<file path="src/source/axi_pkg.sv">
package axi_pkg;

  // AXI slave port widths
  localparam int axi_id_bits   = 8;
  localparam int axi_addr_bits = 32;
  localparam int axi_data_bits = 32;
  localparam int axi_len_bits  = 8;

  // One strobe per data byte
  localparam int axi_strb_bits = 4;

  localparam int axi_resp_bits = 2;

  // Only OKAY is ever returned
  localparam logic [axi_resp_bits-1:0] axi_resp_okay = 2'b00;

endpackage

</file>
<file path="src/source/dram_pkg.sv">
package dram_pkg;

  // Single bank geometry
  localparam int row_bits       = 11;
  localparam int col_bits       = 10;
  localparam int dram_a_bits    = 11;
  localparam int web_bits       = 4;
  localparam int dram_data_bits = 32;

  // Strobes are all active low
  localparam logic cs_enb  = 1'b0;
  localparam logic cs_dis  = 1'b1;
  localparam logic ras_enb = 1'b0;
  localparam logic ras_dis = 1'b1;
  localparam logic cas_enb = 1'b0;
  localparam logic cas_dis = 1'b1;
  localparam logic web_enb = 1'b0;
  localparam logic web_dis = 1'b1;

  // Activate to CAS, in clock cycles
  localparam int t_rcd      = 3;
  localparam int t_rcd_bits = $clog2(t_rcd + 1);

  typedef enum logic [6:0] {
    st_idle       = 7'b000_0001,
    st_pre        = 7'b000_0010,
    st_act        = 7'b000_0100,
    st_wait_rcd   = 7'b000_1000,
    st_read       = 7'b001_0000,
    st_write      = 7'b010_0000,
    st_write_resp = 7'b100_0000
  } dram_state_t;

  // Byte address as seen by the bank
  typedef union packed {
    logic [31:0] flat;
    struct packed {
      logic [8:0]          unused;
      logic [row_bits-1:0] row;
      logic [col_bits-1:0] col;
      logic [1:0]          byte_off;
    } fields;
  } dram_addr_u;

endpackage

</file>
<file path="src/source/axi_req_capture.sv">
module axi_req_capture (
  input  logic                                clk,
  input  logic                                rstn,
  input  logic                                arvalid,
  output logic                                arready,
  input  logic [axi_pkg::axi_addr_bits-1:0]   araddr,
  input  logic [axi_pkg::axi_id_bits-1:0]     arid,
  input  logic [axi_pkg::axi_len_bits-1:0]    arlen,
  input  logic                                awvalid,
  output logic                                awready,
  input  logic [axi_pkg::axi_addr_bits-1:0]   awaddr,
  input  logic [axi_pkg::axi_id_bits-1:0]     awid,
  input  logic                                wvalid,
  output logic                                wready,
  input  logic [axi_pkg::axi_data_bits-1:0]   wdata,
  input  logic [axi_pkg::axi_strb_bits-1:0]   wstrb,
  input  logic                                seq_idle,
  output logic                                req_start,
  output logic                                req_write,
  output dram_pkg::dram_addr_u                req_addr,
  output logic [axi_pkg::axi_id_bits-1:0]     req_id,
  output logic [axi_pkg::axi_len_bits-1:0]    req_len,
  output logic [axi_pkg::axi_data_bits-1:0]   req_wdata,
  output logic [axi_pkg::axi_strb_bits-1:0]   req_wstrb
);

  logic armed;
  logic ar_hs;
  logic aw_hs;

  // Write address and data only go together
  assign awready = armed && seq_idle && awvalid && wvalid;
  assign wready  = awready;

  // Reads yield to a pending write
  assign arready = armed && seq_idle && !awvalid;

  assign ar_hs = arvalid && arready;
  assign aw_hs = awvalid && awready;

  always_ff @(posedge clk or negedge rstn) begin
    if (!rstn) begin
      armed     <= 1'b0;
      req_start <= 1'b0;
      req_write <= 1'b0;
    end else begin
      // Ready stays low until the first edge out of reset
      armed     <= 1'b1;
      req_start <= ar_hs || aw_hs;
      if (ar_hs || aw_hs) begin
        req_write <= aw_hs;
      end
    end
  end

  always_ff @(posedge clk) begin
    if (aw_hs) begin
      req_addr.flat <= awaddr;
      req_id        <= awid;
      // Single beat write
      req_len       <= '0;
      req_wdata     <= wdata;
      req_wstrb     <= wstrb;
    end else if (ar_hs) begin
      req_addr.flat <= araddr;
      req_id        <= arid;
      req_len       <= arlen;
    end
  end

endmodule

</file>
<file path="src/source/axi_resp_drive.sv">
module axi_resp_drive (
  input  logic                                 clk,
  input  logic                                 rstn,
  input  logic                                 req_start,
  input  logic [axi_pkg::axi_id_bits-1:0]      req_id,
  input  logic [axi_pkg::axi_len_bits-1:0]     req_len,
  input  logic                                 rd_phase,
  input  logic                                 b_pend,
  input  logic [dram_pkg::dram_data_bits-1:0]  dram_q,
  input  logic                                 dram_valid,
  input  logic                                 rready,
  input  logic                                 bready,
  output logic                                 rvalid,
  output logic                                 rlast,
  output logic [axi_pkg::axi_id_bits-1:0]      rid,
  output logic [axi_pkg::axi_data_bits-1:0]    rdata,
  output logic [axi_pkg::axi_resp_bits-1:0]    rresp,
  output logic                                 bvalid,
  output logic [axi_pkg::axi_id_bits-1:0]      bid,
  output logic [axi_pkg::axi_resp_bits-1:0]    bresp,
  output logic [axi_pkg::axi_len_bits-1:0]     beat_idx,
  output logic                                 burst_done,
  output logic                                 b_done
);

  import axi_pkg::*;

  logic r_hs;

  // Read data comes straight off the DRAM
  assign rvalid = rd_phase && dram_valid;
  assign rdata  = dram_q;
  assign rid    = req_id;
  assign rresp  = axi_resp_okay;
  assign rlast  = (beat_idx == req_len);

  assign r_hs       = rvalid && rready;
  assign burst_done = r_hs && rlast;

  assign bvalid = b_pend;
  assign bid    = req_id;
  assign bresp  = axi_resp_okay;
  assign b_done = bvalid && bready;

  // Beat counter also serves as the column offset
  always_ff @(posedge clk or negedge rstn) begin
    if (!rstn) begin
      beat_idx <= '0;
    end else if (req_start) begin
      beat_idx <= '0;
    end else if (r_hs) begin
      beat_idx <= beat_idx + 1'b1;
    end
  end

endmodule

</file>
<file path="src/source/dram_axi_bridge.sv">
module dram_axi_bridge (
  input  logic                                 clk,
  input  logic                                 rstn,
  input  logic                                 arvalid,
  output logic                                 arready,
  input  logic [axi_pkg::axi_addr_bits-1:0]    araddr,
  input  logic [axi_pkg::axi_id_bits-1:0]      arid,
  input  logic [axi_pkg::axi_len_bits-1:0]     arlen,
  input  logic                                 awvalid,
  output logic                                 awready,
  input  logic [axi_pkg::axi_addr_bits-1:0]    awaddr,
  input  logic [axi_pkg::axi_id_bits-1:0]      awid,
  input  logic                                 wvalid,
  output logic                                 wready,
  input  logic [axi_pkg::axi_data_bits-1:0]    wdata,
  input  logic [axi_pkg::axi_strb_bits-1:0]    wstrb,
  output logic                                 rvalid,
  input  logic                                 rready,
  output logic                                 rlast,
  output logic [axi_pkg::axi_id_bits-1:0]      rid,
  output logic [axi_pkg::axi_data_bits-1:0]    rdata,
  output logic [axi_pkg::axi_resp_bits-1:0]    rresp,
  output logic                                 bvalid,
  input  logic                                 bready,
  output logic [axi_pkg::axi_id_bits-1:0]      bid,
  output logic [axi_pkg::axi_resp_bits-1:0]    bresp,
  input  logic [dram_pkg::dram_data_bits-1:0]  dram_q,
  input  logic                                 dram_valid,
  output logic                                 dram_csn,
  output logic                                 dram_rasn,
  output logic                                 dram_casn,
  output logic [dram_pkg::web_bits-1:0]        dram_wen,
  output logic [dram_pkg::dram_a_bits-1:0]     dram_a,
  output logic [dram_pkg::dram_data_bits-1:0]  dram_d
);

  import axi_pkg::*;
  import dram_pkg::*;

  logic                     req_start;
  logic                     req_write;
  dram_addr_u               req_addr;
  logic [axi_id_bits-1:0]   req_id;
  logic [axi_len_bits-1:0]  req_len;
  logic [axi_data_bits-1:0] req_wdata;
  logic [axi_strb_bits-1:0] req_wstrb;
  logic                     seq_idle;
  logic                     rd_phase;
  logic                     b_pend;
  logic [axi_len_bits-1:0]  beat_idx;
  logic                     burst_done;
  logic                     b_done;

  axi_req_capture req_capture_inst (
    .clk       (clk),
    .rstn      (rstn),
    .arvalid   (arvalid),
    .arready   (arready),
    .araddr    (araddr),
    .arid      (arid),
    .arlen     (arlen),
    .awvalid   (awvalid),
    .awready   (awready),
    .awaddr    (awaddr),
    .awid      (awid),
    .wvalid    (wvalid),
    .wready    (wready),
    .wdata     (wdata),
    .wstrb     (wstrb),
    .seq_idle  (seq_idle),
    .req_start (req_start),
    .req_write (req_write),
    .req_addr  (req_addr),
    .req_id    (req_id),
    .req_len   (req_len),
    .req_wdata (req_wdata),
    .req_wstrb (req_wstrb)
  );

  dram_cmd_seq cmd_seq_inst (
    .clk        (clk),
    .rstn       (rstn),
    .req_start  (req_start),
    .req_write  (req_write),
    .req_addr   (req_addr),
    .req_len    (req_len),
    .req_wdata  (req_wdata),
    .req_wstrb  (req_wstrb),
    .beat_idx   (beat_idx),
    .burst_done (burst_done),
    .b_done     (b_done),
    .seq_idle   (seq_idle),
    .rd_phase   (rd_phase),
    .b_pend     (b_pend),
    .dram_csn   (dram_csn),
    .dram_rasn  (dram_rasn),
    .dram_casn  (dram_casn),
    .dram_wen   (dram_wen),
    .dram_a     (dram_a),
    .dram_d     (dram_d)
  );

  axi_resp_drive resp_drive_inst (
    .clk        (clk),
    .rstn       (rstn),
    .req_start  (req_start),
    .req_id     (req_id),
    .req_len    (req_len),
    .rd_phase   (rd_phase),
    .b_pend     (b_pend),
    .dram_q     (dram_q),
    .dram_valid (dram_valid),
    .rready     (rready),
    .bready     (bready),
    .rvalid     (rvalid),
    .rlast      (rlast),
    .rid        (rid),
    .rdata      (rdata),
    .rresp      (rresp),
    .bvalid     (bvalid),
    .bid        (bid),
    .bresp      (bresp),
    .beat_idx   (beat_idx),
    .burst_done (burst_done),
    .b_done     (b_done)
  );

endmodule

</file>
<file path="src/source/dram_cmd_seq.sv">
module dram_cmd_seq (
  input  logic                                 clk,
  input  logic                                 rstn,
  input  logic                                 req_start,
  input  logic                                 req_write,
  input  dram_pkg::dram_addr_u                 req_addr,
  input  logic [axi_pkg::axi_len_bits-1:0]     req_len,
  input  logic [dram_pkg::dram_data_bits-1:0]  req_wdata,
  input  logic [dram_pkg::web_bits-1:0]        req_wstrb,
  input  logic [axi_pkg::axi_len_bits-1:0]     beat_idx,
  input  logic                                 burst_done,
  input  logic                                 b_done,
  output logic                                 seq_idle,
  output logic                                 rd_phase,
  output logic                                 b_pend,
  output logic                                 dram_csn,
  output logic                                 dram_rasn,
  output logic                                 dram_casn,
  output logic [dram_pkg::web_bits-1:0]        dram_wen,
  output logic [dram_pkg::dram_a_bits-1:0]     dram_a,
  output logic [dram_pkg::dram_data_bits-1:0]  dram_d
);

  import dram_pkg::*;

  dram_state_t           state;
  dram_state_t           state_nxt;
  dram_state_t           access_st;
  logic [row_bits-1:0]   open_row;
  logic                  row_open;
  logic                  row_hit;
  logic [t_rcd_bits-1:0] rcd_cnt;
  logic                  rcd_done;
  logic [col_bits-1:0]   col;

  assign row_hit   = row_open && (open_row == req_addr.fields.row);
  assign access_st = req_write ? st_write : st_read;
  assign rcd_done  = (rcd_cnt == t_rcd_bits'(t_rcd - 1));

  // Column walks with the accepted beats
  assign col       = req_addr.fields.col + col_bits'(beat_idx);

  // Request is latched but not yet seen by the FSM while req_start is high
  assign seq_idle = (state == st_idle) && !req_start;
  assign rd_phase = (state == st_read);
  assign b_pend   = (state == st_write_resp);

  assign dram_csn = cs_enb;
  assign dram_d   = req_wdata;

  always_ff @(posedge clk or negedge rstn) begin
    if (!rstn) begin
      state <= st_idle;
    end else begin
      state <= state_nxt;
    end
  end

  always_comb begin
    state_nxt = state;
    case (state)
      st_idle: begin
        if (req_start) begin
          if (row_hit) begin
            state_nxt = access_st;
          end else if (row_open) begin
            state_nxt = st_pre;
          end else begin
            state_nxt = st_act;
          end
        end
      end
      st_pre:        state_nxt = st_act;
      st_act:        state_nxt = st_wait_rcd;
      st_wait_rcd:   if (rcd_done) state_nxt = access_st;
      st_read:       if (burst_done) state_nxt = st_idle;
      st_write:      state_nxt = st_write_resp;
      st_write_resp: if (b_done) state_nxt = st_idle;
      default:       state_nxt = st_idle;
    endcase
  end

  // Open row bookkeeping and tRCD wait
  always_ff @(posedge clk or negedge rstn) begin
    if (!rstn) begin
      row_open <= 1'b0;
      rcd_cnt  <= '0;
    end else begin
      if (state == st_pre) begin
        row_open <= 1'b0;
      end else if (state == st_act) begin
        row_open <= 1'b1;
      end
      if (state == st_act) begin
        rcd_cnt <= '0;
      end else if (rcd_cnt != t_rcd_bits'(t_rcd)) begin
        rcd_cnt <= rcd_cnt + 1'b1;
      end
    end
  end

  always_ff @(posedge clk) begin
    if (state == st_act) begin
      open_row <= req_addr.fields.row;
    end
  end

  always_comb begin
    dram_rasn = ras_dis;
    dram_casn = cas_dis;
    dram_wen  = {web_bits{web_dis}};
    dram_a    = dram_a_bits'(col);
    case (state)
      st_pre: begin
        // Precharge is RAS with every WEn low
        dram_rasn = ras_enb;
        dram_wen  = {web_bits{web_enb}};
        dram_a    = dram_a_bits'(open_row);
      end
      st_act: begin
        dram_rasn = ras_enb;
        dram_a    = dram_a_bits'(req_addr.fields.row);
      end
      st_read: begin
        dram_casn = cas_enb;
      end
      st_write: begin
        dram_casn = cas_enb;
        dram_wen  = (web_enb == 1'b1) ? req_wstrb : ~req_wstrb;
      end
      default: ;
    endcase
  end

endmodule

</file>
<file path="config.mk">
export PLATFORM = sky130hd
export DESIGN_NAME = dram_axi_bridge
export DESIGN_NICKNAME = d
export VERILOG_FILES = /design/src/source/axi_pkg.sv /design/src/source/dram_pkg.sv /design/src/source/axi_req_capture.sv /design/src/source/axi_resp_drive.sv /design/src/source/dram_axi_bridge.sv /design/src/source/dram_cmd_seq.sv
export SDC_FILE = /design/constraint.sdc
export NUM_CORES = 1
export LEC_CHECK = 0
export BUFFER_PORTS_ARGS = -buffer_cell sky130_fd_sc_hd__buf_2
export CAP_MARGIN = 25
export CORE_MARGIN = 3
export CORE_UTILIZATION = 49
export CTS_CLUSTER_DIAMETER = 120
export DETAILED_ROUTE_END_ITERATION = 16
export PLACE_DENSITY = 0.86
export SLEW_MARGIN = 20
export SYNTH_ARGS = -nofsm -noshare
export SYNTH_HDL_FRONTEND = slang
export SYNTH_SLANG_ARGS = --single-unit
</file>
<file path="constraint.sdc">
create_clock -name clk -period 9.83 [get_ports clk]
set_clock_uncertainty 0.1 [all_clocks]
set_input_delay 1.966 -clock clk [delete_from_list [all_inputs] [get_ports clk]]
set_output_delay 1.966 -clock clk [all_outputs]
set_load 0.01 [all_outputs]
</file>
==> results.json, run 1 <==
{
  "synth_async_sr_flop_share_pct": 20.00,
  "synth_seq_area_share_pct": 57.32,
  "vdd_ir_drop_max_v": 0.00009733,
  "final-seq-area_sq_um": 2969,
  "postSynthAreaPerCell_sq_um": 12.79,
  "transition_at_the_pin_with_the_smallest_max_transition_slack_ns": 0.8759,
  "fillCellCount": 817,
  "die_height_um": 108.8,
  "overall_via_count_from_detail_route": 3612,
  "timing_worst_setup_path_type": "flip-flop to output pin",
  "io_buffer_count": 180,
  "total_placed_cells_including_tap_cells": 667,
  "post-route-period-util_pct": 48.15,
  "gpl.final_weighted_congestion": 0.8065,
  "max_clock_freq_mhz": 211.3,
  "ys_top_cells_by_count": "76 x sky130_fd_sc_hd__edfxtp_1, 48 x sky130_fd_sc_hd__buf_4, 34 x sky130_fd_sc_hd__nor2_1",
  "timing.hold.worst.class": "flip-flop to flip-flop",
  "cts_buffers": 9,
  "hold_viol_final": 0,
  "leakagePower_nw": 2.536,
  "fin_nets": 721,
  "clock_sinks": 105,
  "post-cts-setup-buffer-count": 0,
  "detailedRoute.firstPassIterationCount": 4,
  "use_met2_pct": 33.10,
  "drive_above_1_share_pct": 40.91,
  "number_of_synthesized_flops_with_an_enable_pin": 76,
  "total_of_cells_resized_after_clock_tree_synthesis": 0,
  "post-dp-hpwl_um": 8818,
  "global_route.usage.total_pct": 19.87,
  "synthDominantAreaCellType": "sky130_fd_sc_hd__edfxtp_1",
  "first_global_vias": 3711,
  "synth_warnings": 0,
  "grt_use_met1_pct": 25.01,
  "finish.cell_count_without_fillers": 683,
  "clk_path_buf_depth": 2,
  "synth_top_flop_cell": "sky130_fd_sc_hd__edfxtp_1",
  "rows": 36,
  "h-tree-depth": 3,
  "hold_depth": 0,
  "finalSetupTns_ns": 0,
  "hold_ws_ns": 0.4121,
  "finalPower_w": 0.001175,
  "synth_most_common_cell": "sky130_fd_sc_hd__edfxtp_1",
  "postCtsHoldBufs": 0,
  "gr-usage-met3_pct": 4.500,
  "share_of_yosys_cell_area_claimed_by_the_top_area_cell_type_pct": 44.06,
  "cp.arrival_ns": 2.67,
  "drv_slew": 0,
  "period_minus_slack_ns": 4.734,
  "detail_route.wl_per_cell_um": 16.90,
  "detailedRoute.firstIterationViolations": 165,
  "insertion_delay_to_the_later_sink_of_the_worst_skew_pair_ns": 0.37,
  "route.detailed.vias_per_inst": 5.288,
  "critPathRequiredTime_ns": 7.76,
  "core_sq_um": 10040,
  "die_outline_area_sq_um": 11840,
  "ff2ff_path_depth": 4,
  "antenna_found_initial": 0,
  "multi_input_area_sq_um": 1760,
  "num_antenna_cells": 0,
  "layout-area-overhead-vs-synth_pct": 16.47,
  "die-width_um": 108.8,
  "cts_root_buf": "sky130_fd_sc_hd__clkbuf_8",
  "mappedNetlistArea_sq_um": 5180,
  "wire_length_of_the_first_global_routing_pass_um": 18220,
  "num_io_pins": 272,
  "postRouteAntennaNets": 0,
  "end_kind": "output pin",
  "finalSetupViolations": 0,
  "kind_of_start_point_of_the_critical_path": "flip-flop",
  "synth_area_leaders": "sky130_fd_sc_hd__edfxtp_1 44%, sky130_fd_sc_hd__dfrtp_1 9.7%, sky130_fd_sc_hd__buf_4 7.0%",
  "syn_inst": 405,
  "leftover_overflow_at_the_end_of_global_routing": 0,
  "number_of_remaining_drc_errors": 0,
  "max_cap_violations": 0,
  "timing.max_slew.rel_slack_pct": 41.60,
  "floorplan.initialDensity_pct": 51.57,
  "critical_path_peak_fanout": 27,
  "run_status": "completed",
  "grt_setup_unrepaired": "no",
  "global_route.peak_usage_layer": "met2",
  "cts_tree": "done",
  "synthDistinctLibCells": 56,
  "clk_transition_reported_paths_ns": 0.10,
  "routed_wl_um": 11540,
  "ys_seq_elements": 105,
  "largest_net_degree_at_the_start_of_global_routing": 39,
  "powerDensity_nw_per_um2": 194.7
}
-- registers in the layout, indices dropped and copies added, names as in the netlist --
name	flops
cmd_seq_inst.row_open	1
req_capture_inst.req_wstrb	4
req_capture_inst.req_write	1
cmd_seq_inst.rcd_cnt	2
cmd_seq_inst.state	7
req_capture_inst.req_addr	21
req_capture_inst.req_id	8
req_capture_inst.req_start	1
req_capture_inst.armed	1
req_capture_inst.req_len	8
req_capture_inst.req_wdata	32
resp_drive_inst.beat_idx	8
cmd_seq_inst.open_row	11
-- where the power goes --
part	switching, W	total (W)	internal [W]
registers	0.0000448	0.000597	0.000552
clock network	0.000147	0.000241	0.0000945
logic	0.000189	0.000336	0.000148
total	0.000380	0.00117	0.000794
-- layout make-up --
class	instances	area share, %
multi-input cells	234	29.18
flip-flops and latches	105	49.21
clock inverters	5	0.6221
well taps	133	2.758
inverters	12	0.7466
repair buffers	183	15.30
clock buffers	11	2.178
-- critical path: stages (launching register included) --
cell and delay [ns]:
sky130_fd_sc_hd__dfrtp_1 0.43, sky130_fd_sc_hd__nor4_1 0.52, sky130_fd_sc_hd__nand2b_1 0.23, sky130_fd_sc_hd__nor2_2 0.17
sky130_fd_sc_hd__buf_4 0.30, sky130_fd_sc_hd__or2_2 0.28, sky130_fd_sc_hd__o21ai_0 0.17, sky130_fd_sc_hd__buf_2 0.18
-- path summary, 6_finish.rpt --
check / startpoint / to / slack (ns)
min in group asynchronous: rstn / cmd_seq_inst.state[6] / 1.43
worst max register to register: cmd_seq_inst.state[0] / req_capture_inst.req_addr[4] / 6.91
max in group asynchronous: rstn / cmd_seq_inst.state[0] / 7.85
worst min-delay path: req_capture_inst.req_addr[13] / cmd_seq_inst.open_row[1] / 0.41
worst min register to register: req_capture_inst.req_addr[13] / cmd_seq_inst.open_row[1] / 0.41
worst max-delay path: cmd_seq_inst.state[1] / dram_a[5] / 5.10
-- cell usage in the layout (no fill, tap or decap), types with 3 or more instances in the layout --
cell type / netlist / final
sky130_fd_sc_hd__a21o_1: 4 / 4
sky130_fd_sc_hd__a21oi_1: 10 / 10
sky130_fd_sc_hd__a22oi_1: 9 / 9
sky130_fd_sc_hd__a31oi_1: 3 / 3
sky130_fd_sc_hd__and3_1: 6 / 6
sky130_fd_sc_hd__and4b_1: 4 / 4
sky130_fd_sc_hd__buf_2: 3 / 180
sky130_fd_sc_hd__buf_4: 48 / 3
sky130_fd_sc_hd__clkbuf_8: 0 / 9
sky130_fd_sc_hd__conb_1: 2 / 6
sky130_fd_sc_hd__dfrtp_1: 20 / 20
sky130_fd_sc_hd__dfxtp_1: 8 / 8
sky130_fd_sc_hd__edfxtp_1: 76 / 76
sky130_fd_sc_hd__ha_1: 11 / 11
sky130_fd_sc_hd__inv_1: 12 / 12
sky130_fd_sc_hd__inv_6: 0 / 3
sky130_fd_sc_hd__mux2_1: 11 / 11
sky130_fd_sc_hd__mux2_2: 18 / 18
sky130_fd_sc_hd__mux2i_1: 9 / 9
sky130_fd_sc_hd__nand2_1: 6 / 6
sky130_fd_sc_hd__nand2b_1: 4 / 4
sky130_fd_sc_hd__nand3_1: 4 / 4
sky130_fd_sc_hd__nand4_1: 7 / 7
sky130_fd_sc_hd__nor2_1: 34 / 33
sky130_fd_sc_hd__nor3_1: 6 / 6
sky130_fd_sc_hd__o21a_1: 5 / 5
sky130_fd_sc_hd__o21ai_0: 11 / 11
sky130_fd_sc_hd__o21bai_1: 3 / 3
sky130_fd_sc_hd__or3_1: 3 / 3
sky130_fd_sc_hd__xnor2_1: 22 / 22
sky130_fd_sc_hd__xor2_1: 10 / 10
-- routing by layer --
layer	share of wire, %	wire [um]
met1	39	4527
met2	51	5873
met3	7.2	836
met4	2.7	307
met5	0	0
-- kinds of logic after synthesis --
group                      count (synthesis)  synth area share (%)
DFF                                      105                 57.32
adders and majority gates                 12                 3.043
xor gates and xnor gates                  32                 5.410
and+or+nand+nor                           88                 9.445
other                                      2                0.1450
buffers and inverters                     70                 9.058
AOI/OAI and AO/OA                         58                 7.537
muxes                                     38                 8.043
-- per-stage QoR --
stage | worst slack, ns | utilization (%) | instance area [sq um]
after floorplan | 5.461 | - | 5195
after global placement | 5.337 | 58.38 | 5864
after detailed placement | 5.325 | 58.38 | 5864
after CTS | 5.101 | 60.06 | 6033
after global routing | 4.958 | 60.06 | 6033
final | 5.096 | 60.06 | 6033
Note: power is estimated with default switching activity, not from simulation.
==> run 2, diff against run 1 <==
Settings changed: CORE_UTILIZATION 49 to 46, PLACE_DENSITY 0.86 to 0.81.
Clock period 9.83 ns to 4.36 ns, I/O delays scaled along.
==> results.json, run 2 (same netlist as run 1, synthesis figures left out) <==
{
  "critPathRequiredTime_ns": 3.39,
  "detail_route.wl_per_cell_um": 16.64,
  "finalSetupTns_ns": 0,
  "worst_path_largest_cell_delay_ns": 0.47,
  "timing.max_slew.rel_slack_pct": 49.02,
  "period_minus_slack_ns": 3.627,
  "multi_input_area_sq_um": 1759,
  "gpl.final_weighted_congestion": 0.8242,
  "registers.top_by_ff_count": "req_capture_inst.req_wdata",
  "core_sq_um": 10940,
  "routed_wl_um": 11500,
  "transition_at_the_pin_with_the_smallest_max_transition_slack_ns": 0.7642,
  "insertion_delay_to_the_later_sink_of_the_worst_skew_pair_ns": 0.34,
  "crit_path_top_delay_cell": "sky130_fd_sc_hd__dfrtp_1",
  "hold_viol_final": 0,
  "leakagePower_nw": 2.612,
  "clock_sinks": 105,
  "grt_setup_unrepaired": "no",
  "most-common-layout-cells": "180 x sky130_fd_sc_hd__buf_2, 76 x sky130_fd_sc_hd__edfxtp_1, 33 x sky130_fd_sc_hd__nor2_1",
  "wire_length_of_the_first_global_routing_pass_um": 18570,
  "pwr-share-clk_pct": 27.8,
  "largest_register_ff_count": 32,
  "powerDensity_nw_per_um2": 470.4,
  "finalSetupViolations": 0,
  "detailedRoute.firstIterationViolations": 138,
  "r2r_slack_ns": 1.09,
  "die_outline_area_sq_um": 12570,
  "die-width_um": 112.1,
  "placed_cell_area_sq_um": 5892,
  "cellInternalPower_w": 0.002034,
  "timing_worst_setup_path_type": "flip-flop to output pin",
  "clk_path_buf_depth": 2,
  "rows": 38,
  "max_clock_freq_mhz": 275.7,
  "max_cap_violations": 0,
  "power.share.switching_pct": 30.19,
  "postRouteAntennaNets": 0,
  "num_antenna_cells": 0,
  "drive_above_1_share_pct": 41.20,
  "worstReg2RegEnd": "req_capture_inst.req_id[1]",
  "total_of_cells_resized_after_clock_tree_synthesis": 0,
  "leftover_overflow_at_the_end_of_global_routing": 0,
  "first_global_vias": 3609,
  "detailedRoute.firstPassIterationCount": 4,
  "largest_net_degree_at_the_start_of_global_routing": 38,
  "io_buffer_count": 180,
  "critical_path.cell_chain": "ha_1 -> inv_1 -> fa_1 -> nor2b_1 -> o31a_1 -> o211ai_1 -> and3_1 -> o31ai_1 -> buf_2",
  "critical_path.reg2reg.startpoint": "cmd_seq_inst.state[0]",
  "post-dp-hpwl_um": 8890,
  "critical_path_peak_fanout": 5,
  "antenna_found_initial": 0,
  "post-cts-setup-buffer-count": 0,
  "cts_buffers": 9,
  "global_route.usage.total_pct": 18.58,
  "vdd_ir_drop_max_v": 0.0003070,
  "cp.arrival_ns": 2.65,
  "reg_top3": "req_capture_inst.req_wdata x32, req_capture_inst.req_addr x21, cmd_seq_inst.open_row x11",
  "fillCellCount": 864,
  "layout_commonest_cell": "sky130_fd_sc_hd__buf_2",
  "power_frac_comb_pct": 26.0,
  "overall_via_count_from_detail_route": 3610,
  "fin_nets": 722,
  "clk_transition_reported_paths_ns": 0.07,
  "route.detailed.vias_per_inst": 5.224,
  "end_kind": "output pin",
  "kind_of_start_point_of_the_critical_path": "flip-flop",
  "die_height_um": 112.1,
  "number_of_remaining_drc_errors": 0,
  "run_status": "completed",
  "finish.instance_area_sq_um": 6193,
  "floorplan.initialDensity_pct": 47.37,
  "layout-area-overhead-vs-synth_pct": 19.57,
  "cts_tree": "done",
  "power_switching_w": 0.0008796,
  "timing.hold.worst.class": "input pin to async pin",
  "h-tree-depth": 3,
  "num_io_pins": 272,
  "drv_slew": 0,
  "ff2ff_path_depth": 7,
  "cts_root_buf": "sky130_fd_sc_hd__clkbuf_16",
  "power.share.sequential_pct": 46.2,
  "post-route-period-util_pct": 83.19,
  "final-seq-area_sq_um": 2969,
  "postCtsHoldBufs": 0
}
run 2: cell count changes in the layout (fill, tap and decap cells not counted), sizes merged:
cell / delta
clkbuf: -2
clkinvlp: -1
bufinv: +1
buf: +1
clkinv: +2
run 2: per-stage QoR:
step | total power (W) | cells | worst slack (ns) | utilization, % | hold WS (ns)
finish | 0.002913 | 691 | 0.7331 | 56.64 | 0.3811
global route | 0.003077 | 691 | 0.4967 | 56.64 | 0.4016
CTS | 0.002942 | 691 | 0.7068 | 56.64 | 0.3807
detailed placement | 0.002125 | 675 | 1.118 | 53.88 | 0.3868
global placement | 0.002093 | 675 | 1.155 | 53.88 | 0.3806
floorplan | 0.001897 | 409 | 0.6113 | - | 0.3729
run 2: how the worst max path moves through the flow:
| stage | start | to | depth (start not counted) |
|---|---|---|---|
| 2_1_floorplan | cmd_seq_inst.state[0] | req_capture_inst.req_addr[10] | 5 |
| 3_3_place_gp | resp_drive_inst.beat_idx[0] | dram_a[8] | 9 |
| 3_5_place_dp | cmd_seq_inst.state[0] | req_capture_inst.req_id[1] | 7 |
| 4_1_cts | resp_drive_inst.beat_idx[0] | dram_a[8] | 9 |
| 5_1_grt | resp_drive_inst.beat_idx[0] | dram_a[8] | 9 |
| 6_report | resp_drive_inst.beat_idx[0] | dram_a[8] | 9 |
run 2: cell type report:
class,count,area share [%]
sequential,105,47.94
clock buffer,9,3.636
clock inverter,7,1.232
tap,140,2.828
inverter,12,0.7273
timing repair buffer,184,15.23
multi-input combinational,234,28.40
run 2: critical path, delay by kind of cell, from the launching register on:
kind	cells	cell delay (ns)
compound gates	3	0.57
simple gates	2	0.37
flops	1	0.47
buf+inv	2	0.26
fa+ha+maj	2	0.65
run 2: metal layers:
layer	share of wire, %	vias to the layer above	wire, um	track usage, %
met5	0	-	0	0
met4	3.5	0	406	9.856
met3	5.7	46	661	3.827
met2	50	138	5716	29.88
met1	41	1721	4714	23.77
li1	-	1705	-	-
run 2: power groups by stage:
stage	combinational [W]	sequential [W]	clock (W)
final	0.000759	0.00135	0.000809
after global routing	0.000844	0.00136	0.000870
after CTS	0.000767	0.00135	0.000829
after detailed placement	0.000759	0.00137	0
after global placement	0.000738	0.00135	0
after floorplan	0.000545	0.00135	0
==> run 3, diff against run 2 <==
Settings changed: CORE_UTILIZATION 46 to 41, PLACE_DENSITY 0.81 to 0.77.
Clock period 4.36 ns to 3.3 ns, I/O delays scaled along.
==> results.json, run 3 (same netlist as run 1, synthesis figures left out) <==
{
  "rows": 40,
  "layout_commonest_cell": "sky130_fd_sc_hd__buf_2",
  "insertion_delay_to_the_later_sink_of_the_worst_skew_pair_ns": 0.34,
  "timing_worst_setup_path_type": "flip-flop to output pin",
  "registers.top_by_ff_count": "req_capture_inst.req_wdata",
  "leakagePower_nw": 2.639,
  "largest_register_ff_count": 32,
  "cp.arrival_ns": 2.43,
  "h-tree-depth": 3,
  "post-route-period-util_pct": 96.58,
  "detailedRoute.firstIterationViolations": 157,
  "leftover_overflow_at_the_end_of_global_routing": 0,
  "run_status": "completed",
  "clock_sinks": 105,
  "period_minus_slack_ns": 3.187,
  "preCtsSetupSlack_ns": 0.1972,
  "total_placed_cells_including_tap_cells": 705,
  "end_kind": "output pin",
  "clk_transition_reported_paths_ns": 0.07,
  "reg_top3": "req_capture_inst.req_wdata x32, req_capture_inst.req_addr x21, cmd_seq_inst.open_row x11",
  "die_height_um": 118.4,
  "max_clock_freq_mhz": 313.8,
  "drv_slew": 0,
  "gpl.final_weighted_congestion": 0.8497,
  "transition_at_the_pin_with_the_smallest_max_transition_slack_ns": 0.5542,
  "fin_nets": 726,
  "postRouteAntennaNets": 0,
  "cts_root_buf": "sky130_fd_sc_hd__clkbuf_16",
  "floorplan.initialDensity_pct": 42.59,
  "detail_route.wl_per_cell_um": 16.23,
  "drive_above_1_share_pct": 44.50,
  "finish.cell_count_without_fillers": 723,
  "critical_path_peak_fanout": 4,
  "hold_viol_final": 0,
  "wire_length_of_the_first_global_routing_pass_um": 18950,
  "post-dp-hpwl_um": 9002,
  "kind_of_start_point_of_the_critical_path": "flip-flop",
  "largest_net_degree_at_the_start_of_global_routing": 37,
  "cts_buffers": 9,
  "most-common-layout-cells": "180 x sky130_fd_sc_hd__buf_2, 76 x sky130_fd_sc_hd__edfxtp_1, 33 x sky130_fd_sc_hd__nor2_1",
  "finalSetupViolations": 0,
  "num_io_pins": 272,
  "num_antenna_cells": 0,
  "finalPower_w": 0.003897,
  "route.detailed.vias_per_inst": 4.993,
  "fin_ws_ns": 0.1129,
  "powerDensity_nw_per_um2": 613.9,
  "core_sq_um": 12160,
  "vdd_ir_drop_max_v": 0.0003677,
  "io_buffer_count": 180,
  "detailedRoute.firstPassIterationCount": 5,
  "timing.max_slew.rel_slack_pct": 63.03,
  "crit_path_top_delay_cell": "sky130_fd_sc_hd__dfstp_2",
  "hold_ws_ns": 0.1647,
  "cts_tree": "done",
  "overall_via_count_from_detail_route": 3610,
  "number_of_remaining_drc_errors": 0,
  "postCtsHoldBufs": 0,
  "antenna_found_initial": 0,
  "first_global_vias": 3686,
  "die-width_um": 118.4,
  "final_util_pct": 52.19,
  "global_route.usage.total_pct": 16.94,
  "critPathRequiredTime_ns": 2.54,
  "max_cap_violations": 0,
  "clk_path_buf_depth": 2,
  "routed_wl_um": 11730,
  "die_outline_area_sq_um": 14020,
  "grt_setup_unrepaired": "no",
  "timing.hold.worst.class": "input pin to async pin",
  "worst_path_largest_cell_delay_ns": 0.56,
  "layout-area-overhead-vs-synth_pct": 22.54,
  "critical_path.cell_chain": "or4b_4 -> or2_2 -> nor3b_1 -> and3_1 -> buf_2"
}
-- run 3: power by group --
part	switching (W)	internal, W
Clock	0.000477	0.000595
Combinational	0.000575	0.000475
Sequential	0.000128	0.00165
-- run 3: metrics by stage --
stage	TNS (ns)	cell area [sq um]
3_3_place_gp	0	5958
6_report	0	6347
5_1_grt	0	6347
4_1_cts	-0.007399	6274
3_5_place_dp	0	5958
2_1_floorplan	0	5197
-- run 3: worst paths after layout --
kind                                            startpoint                             to  slack (ns)  depth (start not counted)
max in group asynchronous                             rstn    resp_drive_inst.beat_idx[1]        2.58                          1
min in group clk                                  wstrb[0]  req_capture_inst.req_wstrb[0]        0.39                          1
worst min register to register  req_capture_inst.req_write          cmd_seq_inst.state[5]        0.40                          1
worst max register to register       cmd_seq_inst.state[0]     req_capture_inst.req_id[6]        0.41                          6
worst max-delay path                 cmd_seq_inst.state[0]                         wready        0.11                          5
worst min-delay path                                  rstn          cmd_seq_inst.state[6]        0.16                          1
-- run 3: cell type report --
class                      count  area [sq um]
timing repair buffer         188         985.9
tap                          168         210.2
clock inverter                 7         75.07
fill                        1024          5814
inverter                      12         45.04
sequential                   105          2973
clock buffer                   9         225.2
multi-input combinational    234          1833
-- run 3: repair_timing --
| item | in CTS | in global routing |
|---|---|---|
| gates cloned | 0 | 0 |
| resized for setup | 3 | 12 |
| buffers inserted | 1 | 1 |
| endpoints found under the hold margin | 0 | 0 |
| pin swaps | 0 | 3 |
| setup endpoints to repair | 2 | 10 |
-- run 3: per-layer routing --
metal	track usage (%)	vias to the layer above	routed length, um
li1	-	1707	-
met1	21.03	1719	4802
met2	28.19	150	5869
met3	4.833	34	765
met4	6.300	0	294
met5	0	-	0
-- run 3: worst max-delay path, delay by kind of cell (launching register included) --
kind,cells,cell delay [ns]
buf+inv,1,0.13
flops,1,0.56
simple gates,4,1.39
